### src/mem_pkg.sv
// Shared widths and encodings for the data-side memory stage
// Covers the command ops, privilege modes and exception causes

package mem_pkg;

  // Address geometry, 4 KiB pages
  localparam int vaddr_width_lp       = 20;
  localparam int paddr_width_lp       = 20;
  localparam int page_offset_width_lp = 12;
  localparam int vtag_width_lp        = vaddr_width_lp - page_offset_width_lp;
  localparam int ptag_width_lp        = paddr_width_lp - page_offset_width_lp;

  localparam int dword_width_lp = 64;
  localparam int word_width_lp  = dword_width_lp / 2;

  localparam int tlb_els_lp       = 8;
  localparam int tlb_idx_width_lp = $clog2(tlb_els_lp);

  // 16 KiB of physical memory
  localparam int ram_words_lp     = 2048;
  localparam int ram_idx_width_lp = $clog2(ram_words_lp);

  typedef enum logic [1:0] {
    e_ld = 2'b00,
    e_lw = 2'b01,
    e_sd = 2'b10,
    e_sw = 2'b11
  } mem_op_e;

  typedef enum logic [1:0] {
    e_priv_u = 2'd0,
    e_priv_s = 2'd1,
    e_priv_m = 2'd3
  } priv_e;

  // RISC-V mcause codes for data accesses
  typedef enum logic [3:0] {
    e_cause_none   = 4'd0,
    e_load_access  = 4'd5,
    e_store_access = 4'd7,
    e_load_page    = 4'd13,
    e_store_page   = 4'd15
  } cause_e;

endpackage
### src/dtlb.sv
// Fully associative data TLB
// Parallel vtag compare with a registered result, round-robin fill, flush

module dtlb
  import mem_pkg::*;
 (input  logic                     clk_i
  , input  logic                     reset_i

  , input  logic                     lookup_v_i
  , input  logic [vtag_width_lp-1:0] lookup_vtag_i

  , input  logic                     fill_v_i
  , input  logic [vtag_width_lp-1:0] fill_vtag_i
  , input  logic [ptag_width_lp-1:0] fill_ptag_i
  , input  logic                     fill_u_i
  , input  logic                     fill_w_i
  , input  logic                     fill_d_i

  , input  logic                     flush_i

  , output logic                     tlb_v_o
  , output logic                     tlb_hit_o
  , output logic [ptag_width_lp-1:0] tlb_ptag_o
  , output logic                     tlb_u_o
  , output logic                     tlb_w_o
  , output logic                     tlb_d_o
  );

  logic [tlb_els_lp-1:0]    valid_r;
  logic [vtag_width_lp-1:0] vtag_r [tlb_els_lp];
  logic [ptag_width_lp-1:0] ptag_r [tlb_els_lp];
  logic [tlb_els_lp-1:0]    u_r, w_r, d_r;

  logic [tlb_idx_width_lp-1:0] victim_r;

  logic [tlb_els_lp-1:0]       lookup_match, fill_match;
  logic [tlb_idx_width_lp-1:0] lookup_idx, fill_hit_idx, fill_idx;

  // Lookup and fill compare against the current contents
  always_comb begin
    lookup_idx   = '0;
    fill_hit_idx = '0;
    for (int i = 0; i < tlb_els_lp; i++) begin
      lookup_match[i] = valid_r[i] & (vtag_r[i] == lookup_vtag_i);
      fill_match[i]   = valid_r[i] & (vtag_r[i] == fill_vtag_i);
      if (lookup_match[i]) lookup_idx = tlb_idx_width_lp'(i);
      if (fill_match[i]) fill_hit_idx = tlb_idx_width_lp'(i);
    end
  end

  // Refill in place on a hit, else take the victim
  assign fill_idx = (|fill_match) ? fill_hit_idx : victim_r;

  always_ff @(posedge clk_i) begin
    if (reset_i) begin
      valid_r   <= '0;
      victim_r  <= '0;
      tlb_v_o   <= 1'b0;
      tlb_hit_o <= 1'b0;
    end else begin
      if (flush_i) valid_r <= '0;
      if (fill_v_i) valid_r[fill_idx] <= 1'b1;
      if (fill_v_i & ~(|fill_match)) victim_r <= victim_r + 1'b1;
      tlb_v_o   <= lookup_v_i;
      tlb_hit_o <= lookup_v_i & (|lookup_match);
    end
  end

  always_ff @(posedge clk_i) begin
    if (fill_v_i) begin
      vtag_r[fill_idx] <= fill_vtag_i;
      ptag_r[fill_idx] <= fill_ptag_i;
      u_r[fill_idx]    <= fill_u_i;
      w_r[fill_idx]    <= fill_w_i;
      d_r[fill_idx]    <= fill_d_i;
    end
  end

  // Entry payload, only meaningful alongside tlb_hit_o
  always_ff @(posedge clk_i) begin
    if (lookup_v_i) begin
      tlb_ptag_o <= ptag_r[lookup_idx];
      tlb_u_o    <= u_r[lookup_idx];
      tlb_w_o    <= w_r[lookup_idx];
      tlb_d_o    <= d_r[lookup_idx];
    end
  end

  // Fill history must never leave two live entries with one vtag
  assert property (@(posedge clk_i) disable iff (reset_i)
    lookup_v_i |-> $onehot0(lookup_match))
    else $error("dtlb: multiple entries match vtag %h", lookup_vtag_i);

endmodule

### config.mk
export PLATFORM = sky130hd
export DESIGN_NAME = dtlb
export DESIGN_NICKNAME = d
export VERILOG_FILES = /design/src/mem_pkg.sv /design/src/dtlb.sv
export SDC_FILE = /design/constraint.sdc
export NUM_CORES = 1
export LEC_CHECK = 0
export BUFFER_PORTS_ARGS = -buffer_cell sky130_fd_sc_hd__buf_2
export CORE_ASPECT_RATIO = 0.5
export CORE_MARGIN = 2
export CORE_UTILIZATION = 35
export DETAILED_ROUTE_END_ITERATION = 10
export PLACE_DENSITY = 0.62
export SYNTH_ARGS = -nofsm -noshare
export SYNTH_HDL_FRONTEND = slang
export SYNTH_SLANG_ARGS = --single-unit
export TNS_END_PERCENT = 1
### constraint.sdc
create_clock -name clk_i -period 3.55 [get_ports clk_i]
set_clock_uncertainty 0.05 [all_clocks]
set_input_delay 0.1775 -clock clk_i [delete_from_list [all_inputs] [get_ports clk_i]]
set_output_delay 0.1775 -clock clk_i [all_outputs]
set_load 0.02 [all_outputs]
==> reports/metrics.cfg <==
[outcome]
status=finished, final reports clean

[critical_path]
worst_r2r_endpoint=tlb_ptag_o[2]$_DFFE_PP_
cp-start-kind=register
worst_setup_path_end_kind=register
path_max_fanout=11
path_cells=xnor2_1 > nand3_1 > nor3_1 > a21oi_2 > o21bai_2 > buf_4 > mux2_4 > a221oi_2 > a21oi_1
path_buf_inv=1
crit_path_max_incr_delay_ns=0.62
regToRegStartpoint=vtag_r[1][4]$_DFFE_PP_
crit_start=vtag_r[1][4]$_DFFE_PP_
rrSetupSlack_ns=0.45
slowest_stage=o21bai_2
path_class=register to register
arrival_ns=3.24
crit_family=compound AO/OA/AOI/OAI gates
r2r_cells=9
required_ns=3.69

[sta]
fin_ws_ns=0.454
max_slew_margin_pct=48.0
finalHoldViolCount=0
maxSlewViolCount=0
rsz0062_at_grt=false
period_share_pct=87.2
fin_crit_ns=3.10
max_freq_ghz=0.323
final.setup.tns_ns=0
worst_pin_slew_ns=0.780
setup_viol=0

[cells_and_area]
nFillCells=2123
drive_above_1_share_pct=22.4
layout.nets=734
ff_latch_area_um2=5150
final_cell_mix=163 x edfxtp_1, 104 x xnor2_1, 44 x buf_2, 31 x nand2_1, 26 x nor2_1
final_cell_area_um2=9770
diodes=0
multi_input_area_um2=2990
syn_to_final_growth_pct=16.4
mostFrequentLayoutCell=edfxtp_1

[floorplanning]
ioPinCount=45
rows=39
dieArea_um2=25300
initial_core_util_pct=36.2
die_w_um=223
die_height_um=113
coreArea_um2=23200

[clock_network]
cts_buffer_depth=2
cts_root_buf=clkbuf_16
numCtsBuffers=17
clock_latency_ns=0.44
cts_max_level=4
clk_pin_slew_ns=0.07
cts_num_sinks=176
cts_tree=done

[synthesis]
yosysTopAreaCell=edfxtp_1
synth_area_leaders=edfxtp_1 58%, xnor2_1 11%, dfxtp_1 3.1%, xor2_1 2.5%, mux2_2 1.9%
syn-cell-area_um2=8390
avgSynthCellArea_um2=13.2
synthArstFlopShare_pct=0
ys_seq_area_share_pct=61.4
synth_edf_count=163
synth_ff_type=edfxtp_1
synth_top_area_share_pct=58.3
synth_cell_type_count=49
synthesis.instances=635
syn_nets=668
yosysWarnings=0
ys_ff_latch=176

[power]
p_int_mw=3.56
combPwrFrac_pct=6.6
seq_power_share_pct=50.6
p_sw_mw=1.06
cellLeakagePower_nw=3.27
vdd_ir_drop_max_mv=0.342
p_total_mw=4.62
switching_share_pct=23.0
p_per_area_nw_per_um2=473
p_clk_share_pct=42.9

[placed_design]
placed_area_um2=9030
io_buffers=44
gp_congestion=0.911
dpl.hpwl_um=13400
dp_worst_setup_slack_ns=0.408

[worst_hold_path]
hp-start=reset_i
hold_path_end=victim_r[1]$_SDFFE_PP0P_
hold_path_class=input port to register
hold-path-cell-count=2

[drt]
num_vias=5251
wl_per_cell_um=19.9
vias_per_cell=5.14
drc=0
drt-pass1-iter-count=6
dr.first_iter.drc_count=407
wl_um=20300
ant_nets=0

[run]
drv_cap=0

[grt]
grt_pass1_wl_um=31000
grt_overflow=0
grt_usage_pct=16.6
antenna_found_initial=0
grt_max_degree=23
grt_pass1_vias=5295

==> registers in the layout, indices dropped and copies added (netlist names) <==
register    cells
d_r             8
tlb_w_o         1
tlb_ptag_o      8
tlb_u_o         1
valid_r         8
vtag_r         64
tlb_v_o         1
w_r             8
tlb_hit_o       1
tlb_d_o         1
ptag_r         64
victim_r        3
u_r             8
==> layer usage <==
metal	global-route usage (%)	vias up	wire [um]
li1	-	2471	-
met3	2.70	40	740
met1	21.5	2608	9390
met5	0	-	0
met2	27.6	132	9580
met4	8.14	0	593
==> power by group through the flow <==
stage,combinational [mW],clock [mW],sequential [mW]
final,0.304,1.98,2.34
after global routing,0.331,2.09,2.34
after CTS,0.308,2.01,2.34
after detailed placement,0.296,0,2.38
after global placement,0.294,0,2.38
after floorplan,0.182,0,2.39
==> timing repair <==
action / CTS / global route
endpoints found under the setup margin: 0 / 0
setup buffers: 0 / 0
gates resized for setup: 0 / 0
hold endpoints to repair: 88 / 0
hold buffers: 11 / 0
==> kinds of logic (layout without fill, tap and decap cells) <==
family | count (synthesis) | after routing | synth area share (%)
mux | 25 | 25 | 3.68
buf+inv | 55 | 134 | 3.33
xor+xnor | 128 | 128 | 13.4
simple gates | 176 | 176 | 11.3
fa+ha+maj | 1 | 1 | 0.149
flops | 176 | 176 | 61.4
compound gates | 74 | 74 | 6.77
==> stage by stage <==
stage / hold WS, ns / util [%] / cells
final: 0.0652 / 42.1 / 1021
after global routing: 0.0899 / 42.1 / 1021
after CTS: 0.0529 / 42.1 / 1021
after detailed placement: 0.406 / 39.0 / 978
after global placement: 0.395 / 39.0 / 978
after floorplan: 0.207 / - / 635
==> synth_stat cells (3+ instances only) <==
cell and instances:
a31oi_1 6, edfxtp_1 163, a221oi_1 4, inv_1 22, buf_2 10, o21ai_1 4, buf_4 12, mux2_2 14
o21ai_0 19, dfxtp_1 13, clkbuf_1 9, nor4_1 6, or3b_2 8, nand3_1 25, o31ai_1 9, nor3_1 15
xnor2_1 104, nand2b_1 3, nand4_1 22, mux2_4 8, a21oi_1 4, a221oi_2 8, xor2_1 24, nand2_1 31
nor2_1 34, a32oi_1 9, and3_1 20
==> how the worst max path moves through the flow <==
stage,slack [ns],endpoint,cells after the start
2_1_floorplan,0.60,d_r[4]$_DFFE_PP_,8
3_3_place_gp,0.39,ptag_r[5][3]$_DFFE_PP_,10
3_5_place_dp,0.41,ptag_r[5][3]$_DFFE_PP_,10
4_1_cts,0.44,tlb_ptag_o[2]$_DFFE_PP_,9
5_1_grt,0.15,tlb_u_o$_DFFE_PP_,9
6_report,0.45,tlb_ptag_o[2]$_DFFE_PP_,9
==> final cells by class <==
type / instances / area share, %
Sequential cell: 176 / 52.8
Multi-Input combinational cell: 404 / 30.6
Timing Repair Buffer: 80 / 5.43
Clock buffer: 17 / 4.36
Tap cell: 307 / 3.93
Clock inverter: 15 / 2.00
Inverter: 22 / 0.846
(Power assumes the default switching activity.)
