[config.mk]
export PLATFORM = sky130hd
export DESIGN_NAME = access_check
export DESIGN_NICKNAME = d
export VERILOG_FILES = /design/src/mem_pkg.sv /design/src/access_check.sv
export SDC_FILE = /design/constraint.sdc
export NUM_CORES = 1
export LEC_CHECK = 0
export BUFFER_PORTS_ARGS = -buffer_cell sky130_fd_sc_hd__buf_2
export CAP_MARGIN = 5
export CORE_ASPECT_RATIO = 0.8
export CORE_MARGIN = 5
export CORE_UTILIZATION = 40
export CTS_CLUSTER_DIAMETER = 150
export DETAILED_ROUTE_END_ITERATION = 8
export PLACE_DENSITY_LB_ADDON = 0.15
export REMOVE_ABC_BUFFERS = 1
export SYNTH_ARGS = -nofsm -noshare
export SYNTH_HDL_FRONTEND = slang
export SYNTH_SLANG_ARGS = --single-unit
[constraint.sdc]
create_clock -name clk_i -period 1.8 [get_ports clk_i]
set_input_delay 0.27 -clock clk_i [delete_from_list [all_inputs] [get_ports clk_i]]
set_output_delay 0.27 -clock clk_i [all_outputs]
set_load 0.02 [all_outputs]
[src/mem_pkg.sv]
// Shared widths and encodings for the data-side memory stage
// Covers the command ops, privilege modes and exception causes

package mem_pkg;

  // Address geometry, 4 KiB pages
  localparam int vaddr_width_lp       = 20;
  localparam int paddr_width_lp       = 20;
  localparam int page_offset_width_lp = 12;
  localparam int vtag_width_lp        = vaddr_width_lp - page_offset_width_lp;
  localparam int ptag_width_lp        = paddr_width_lp - page_offset_width_lp;

  localparam int dword_width_lp = 64;
  localparam int word_width_lp  = dword_width_lp / 2;

  localparam int tlb_els_lp       = 8;
  localparam int tlb_idx_width_lp = $clog2(tlb_els_lp);

  // 16 KiB of physical memory
  localparam int ram_words_lp     = 2048;
  localparam int ram_idx_width_lp = $clog2(ram_words_lp);

  typedef enum logic [1:0] {
    e_ld = 2'b00,
    e_lw = 2'b01,
    e_sd = 2'b10,
    e_sw = 2'b11
  } mem_op_e;

  typedef enum logic [1:0] {
    e_priv_u = 2'd0,
    e_priv_s = 2'd1,
    e_priv_m = 2'd3
  } priv_e;

  // RISC-V mcause codes for data accesses
  typedef enum logic [3:0] {
    e_cause_none   = 4'd0,
    e_load_access  = 4'd5,
    e_store_access = 4'd7,
    e_load_page    = 4'd13,
    e_store_page   = 4'd15
  } cause_e;

endpackage
[src/access_check.sv]
// Stage-1 translation and permission checks for the memory stage
// Issues the data RAM strobes and registers the stage-2 response flags

module access_check
  import mem_pkg::*;
 (input  logic                        clk_i
  , input  logic                        reset_i

  , input  logic                        cmd_v_i
  , input  mem_op_e                     cmd_op_i
  , input  logic [vaddr_width_lp-1:0]   cmd_vaddr_i
  , input  logic [dword_width_lp-1:0]   cmd_data_i

  , input  logic                        poison_i

  , input  logic                        translation_en_i
  , input  priv_e                       priv_mode_i
  , input  logic                        sum_i

  , input  logic                        tlb_v_i
  , input  logic                        tlb_hit_i
  , input  logic [ptag_width_lp-1:0]    tlb_ptag_i
  , input  logic                        tlb_u_i
  , input  logic                        tlb_w_i
  , input  logic                        tlb_d_i

  , output logic                        ram_rd_v_o
  , output logic                        ram_wr_v_o
  , output logic [ram_idx_width_lp-1:0] ram_idx_o
  , output logic                        ram_word_sel_o
  , output logic                        ram_word_op_o
  , output logic [dword_width_lp-1:0]   ram_wdata_o

  , output logic                        resp_v_o
  , output logic                        resp_miss_o
  , output logic                        resp_exc_o
  , output cause_e                      resp_cause_o
  );

  mem_op_e                   op_r;
  logic [vaddr_width_lp-1:0] vaddr_r;
  logic [dword_width_lp-1:0] data_r;

  logic                      is_store;
  logic [ptag_width_lp-1:0]  ptag;
  logic [paddr_width_lp-1:0] paddr;
  logic                      tlb_miss, priv_fault, write_fault;
  logic                      page_fault, access_fault, exc;
  logic                      live, clean;
  cause_e                    cause;

  // Stage 1 command capture, valid travels with the TLB result
  always_ff @(posedge clk_i) begin
    if (cmd_v_i) begin
      op_r    <= cmd_op_i;
      vaddr_r <= cmd_vaddr_i;
      data_r  <= cmd_data_i;
    end
  end

  assign is_store = (op_r == e_sd) | (op_r == e_sw);

  assign ptag  = translation_en_i ? tlb_ptag_i : vaddr_r[vaddr_width_lp-1 -: ptag_width_lp];
  assign paddr = {ptag, vaddr_r[page_offset_width_lp-1:0]};

  assign tlb_miss = translation_en_i & ~tlb_hit_i;

  assign priv_fault  = ((priv_mode_i == e_priv_s) & ~sum_i & tlb_u_i)
                     | ((priv_mode_i == e_priv_u) & ~tlb_u_i);
  assign write_fault = is_store & (~tlb_w_i | ~tlb_d_i);
  assign page_fault  = translation_en_i & tlb_hit_i & (priv_fault | write_fault);

  // Anything past the 16 KiB RAM
  assign access_fault = ~tlb_miss & (paddr[paddr_width_lp-1:ram_idx_width_lp+3] != '0);

  assign exc = page_fault | access_fault;

  // Page fault wins over access fault
  always_comb begin
    if (page_fault) begin
      cause = is_store ? e_store_page : e_load_page;
    end else if (access_fault) begin
      cause = is_store ? e_store_access : e_load_access;
    end else begin
      cause = e_cause_none;
    end
  end

  assign live  = tlb_v_i & ~poison_i;
  assign clean = live & ~tlb_miss & ~exc;

  assign ram_rd_v_o     = clean & ~is_store;
  assign ram_wr_v_o     = clean & is_store;
  assign ram_idx_o      = paddr[ram_idx_width_lp+2:3];
  assign ram_word_sel_o = paddr[2];
  assign ram_word_op_o  = (op_r == e_lw) | (op_r == e_sw);
  assign ram_wdata_o    = data_r;

  always_ff @(posedge clk_i) begin
    if (reset_i) begin
      resp_v_o    <= 1'b0;
      resp_miss_o <= 1'b0;
      resp_exc_o  <= 1'b0;
    end else begin
      resp_v_o    <= live;
      resp_miss_o <= live & tlb_miss;
      resp_exc_o  <= live & exc;
    end
  end

  always_ff @(posedge clk_i) begin
    resp_cause_o <= cause;
  end

  // A poisoned command touches no RAM and leaves no response behind
  assert property (@(posedge clk_i) disable iff (reset_i)
    poison_i |-> !(ram_rd_v_o || ram_wr_v_o) ##1 !resp_v_o)
    else $error("access_check: poisoned command reached RAM or response");

endmodule

==> parameters.txt <==
Parameter                              Value

Cells and area
  Final layout net count ... 426
  Final standard cell area without fillers ... 4170 um^2
  Ant diodes ... 0
  Post-route core utilization ... 59.9%
  Area Growth Syn to Fin ... 43.7%
  Share of final-layout standard cells stronger than drive strength 1 ... 67.3%

Clock tree
  Cell at the root of the clock tree ... sky130_fd_sc_hd__clkbuf_8
  Buffers from clock root to sink, at most ... 2
  CTS HTree Levels ... 3
  Total setup buffers inserted after CTS ... 0
  Clock Latency Late Sink ... 330 ps
  Count of hold buffers inserted by post-cts repair ... 0
  Sink count of the clock tree ... 90
  Cts bufs inserted ... 9
  CTS tree ... built
  Clock slew at reported path FFs ... 90 ps

Synthesis
  Synth Instances ... 123
  Main area contributors after synthesis ... sky130_fd_sc_hd__edfxtp_1, sky130_fd_sc_hd__dfxtp_1, sky130_fd_sc_hd__buf_4
  Post-synth top area share ... 86.9%
  Synthesized area divided by synthesized cell count ... 23.6 um^2
  Synthesis Warnings ... 0
  Total of flip-flops plus latches after synthesis ... 90
  Sequential cell area fraction in the yosys report ... 91.0%
  Distinct cells, synth ... 19
  Netlist area before placement ... 2900 um^2
  Post-synthesis cell type with the largest combined area ... sky130_fd_sc_hd__edfxtp_1

Route
  Ratio of routed vias to standard cells ... 4.50
  Router iterations before antenna repair ... 4
  Wirelength per Cell ... 16.9 um
  Initial DRC count ... 79
  Remaining antenna violation count ... 0
  Post-route DRC ... 0
  DRT Wirelength ... 6930 um
  Detailed-route via count ... 1848

Worst setup path
  Startpoint of the most critical register-to-register path ... vaddr_r[16]
  Critical-path top delay cell ... sky130_fd_sc_hd__or4_4
  Critical Path Fanout Max ... 3
  Crit path buffers/inverters ... 1
  Critical path type ... reg -> out
  Worst EP arrival ... 2020 ps
  Worst setup SP type ... register
  Setup slack, reg-to-reg ... 90 ps
  CP startpoint ... vaddr_r[16]
  Endpoint type of the worst setup path ... output port
  Ordered list of cells on the worst path ... or4_4 -> o41ai_4 -> a31oi_4 -> nor4_2 -> buf_4
  Crit path largest cell delay ... 550 ps
  Cell family with most CP delay ... simple AND/OR/NAND/NOR gates
  Required time of the critical path ... 1530 ps

Placement
  GPL Wtd Cong ... 0.707
  Number of buffers added on ports ... 190
  DP Wirelength ... 5510 um
  Placement-stage worst setup slack ... -192 ps
  Post-detailed-placement cell area ... 3960 um^2

Global route
  Global-route wire length before repair ... 10200 um
  Vias in the first global route ... 1984
  Global route total overflow ... 0
  Global-route total usage across every layer ... 14.8%
  Maximum number of pins on one net before global-route repair ... 30
  Number of antenna violations at the first check in global routing ... 0

Die
  Overall die height ... 86.2 um
  Core Region ... 6960 um^2
  X dimension of the die ... 105 um
  I/O pin cnt ... 193
  Initial cell density of the core ... 41.7%
  Total number of placement rows ... 27
  Die Area ... 9070 um^2

STA
  Max-slew violations ... 0
  RSZ-0062 raised after global routing ... yes
  Achievable frequency ... 0.436 GHz
  Final hold violations ... 0
  Worst-margin pin slew ... 520 ps
  Largest clock skew in the final design ... 3.02 ps
  Shortest period the worst path allows ... 2290 ps
  Final setup violation count ... 2
  Max-Slew Margin vs Limit ... 64.8%
  Final critical-path setup slack ... -494 ps
  Period Utilization, post-route ... 127%

Hold path
  Worst hold path type ... in -> reg
  Origin of the worst min-delay path ... cmd_data_i[31]

Flow run
  Max-capacitance violation count ... 0

Pwr
  Final Power ... 4.34 mW
  Maximum ir drop on the vdd rail ... 712 uV
  Power density of the placed cells ... 1040 nW/um^2
  Standby leakage power ... 1.81 nW

Run status
  Run status ... finished, violations left
  Violations in the final reports ... setup timing
[cells in the final DEF, fill, tap and decap left out]
master / instances
sky130_fd_sc_hd__nand2b_1: 2
sky130_fd_sc_hd__buf_2: 187
sky130_fd_sc_hd__and2_2: 2
sky130_fd_sc_hd__clkinv_4: 1
sky130_fd_sc_hd__clkbuf_8: 9
sky130_fd_sc_hd__o41ai_4: 1
sky130_fd_sc_hd__or4_4: 1
sky130_fd_sc_hd__nand2_1: 1
sky130_fd_sc_hd__buf_4: 7
sky130_fd_sc_hd__mux2_2: 2
sky130_fd_sc_hd__edfxtp_1: 84
sky130_fd_sc_hd__dfxtp_1: 6
sky130_fd_sc_hd__nor2b_1: 1
sky130_fd_sc_hd__nor4b_1: 1
sky130_fd_sc_hd__bufinv_16: 1
sky130_fd_sc_hd__nor4_2: 1
sky130_fd_sc_hd__clkbuf_1: 3
sky130_fd_sc_hd__clkinvlp_4: 2
sky130_fd_sc_hd__nor3_1: 4
sky130_fd_sc_hd__nor4b_2: 1
sky130_fd_sc_hd__a31oi_4: 1
sky130_fd_sc_hd__nor4bb_1: 1
sky130_fd_sc_hd__buf_12: 2
sky130_fd_sc_hd__a21boi_0: 1
sky130_fd_sc_hd__nor2_1: 2
[layout make-up]
cell class | count | area, um^2
Clock buffer | 12 | 135
Clock inverter | 4 | 53.8
Fill cell | 580 | 2790
Multi-Input combinational cell | 22 | 201
Sequential cell | 90 | 2640
Tap cell | 87 | 109
Timing Repair Buffer | 196 | 1030
[where the power goes]
group | internal [mW] | total (mW) | leakage [nW] | switching, mW
Clock | 0.646 | 1.30 | 0.0868 | 0.654
Combinational | 0.207 | 0.545 | 0.853 | 0.338
Sequential | 2.46 | 2.50 | 0.872 | 0.0389
[logic make-up after synthesis]
logic type | synth area share, %
AOI/OAI and AO/OA | 1.25
muxes | 0.776
buffers and inverters | 2.72
and+or+nand+nor | 4.22
DFF | 91.0
[through the flow]
| stage | setup TNS (ps) | hold slack, ps | std cells |
|---|---|---|---|
| 2_1_floorplan | -338 | 349 | 112 |
| 3_3_place_gp | -270 | 446 | 395 |
| 3_5_place_dp | -353 | 448 | 395 |
| 4_1_cts | -1050 | 76.7 | 411 |
| 5_1_grt | -1210 | 62.5 | 411 |
| 6_report | -980 | 97.8 | 411 |
[per-layer routing]
metal	global-route usage [%]	routed length, um
met1	14.4	2350
met2	26.2	3570
met3	8.49	906
met4	5.46	104
met5	0	0
[cell usage after synthesis (all sizes together)]
| library cell | count |
|---|---|
| dfxtp | 6 |
| nor2 | 2 |
| o41ai | 1 |
| and2 | 2 |
| nand2b | 2 |
| or4 | 1 |
| nor4bb | 1 |
| nor4b | 2 |
| a31oi | 1 |
| mux2 | 2 |
| nand2 | 1 |
| nor3 | 4 |
| edfxtp | 84 |
| nor2b | 1 |
| nor4 | 1 |
| clkbuf | 1 |
| a21boi | 1 |
| buf | 10 |
[sequential cells by signal, indices dropped and copies added, names as in the netlist]
register and cells:
vaddr_r 18, op_r 2, ram_wdata_o 64, resp_v_o 1, resp_cause_o 3, resp_exc_o 1
resp_miss_o 1
[path summary, 6_finish.rpt]
path / end / cells after the start
max: ram_rd_v_o / 5
min: ram_wdata_o[31] / 1
max reg2reg: resp_cause_o[1] / 5
min reg2reg: resp_cause_o[1] / 2
[what timing repair did]
| item | CTS | global route |
|---|---|---|
| endpoints found under the setup margin | 2 | 2 |
| pin swaps | 1 | 0 |
| resized for setup | 3 | 1 |
Power figures use the tool's default switching activity.
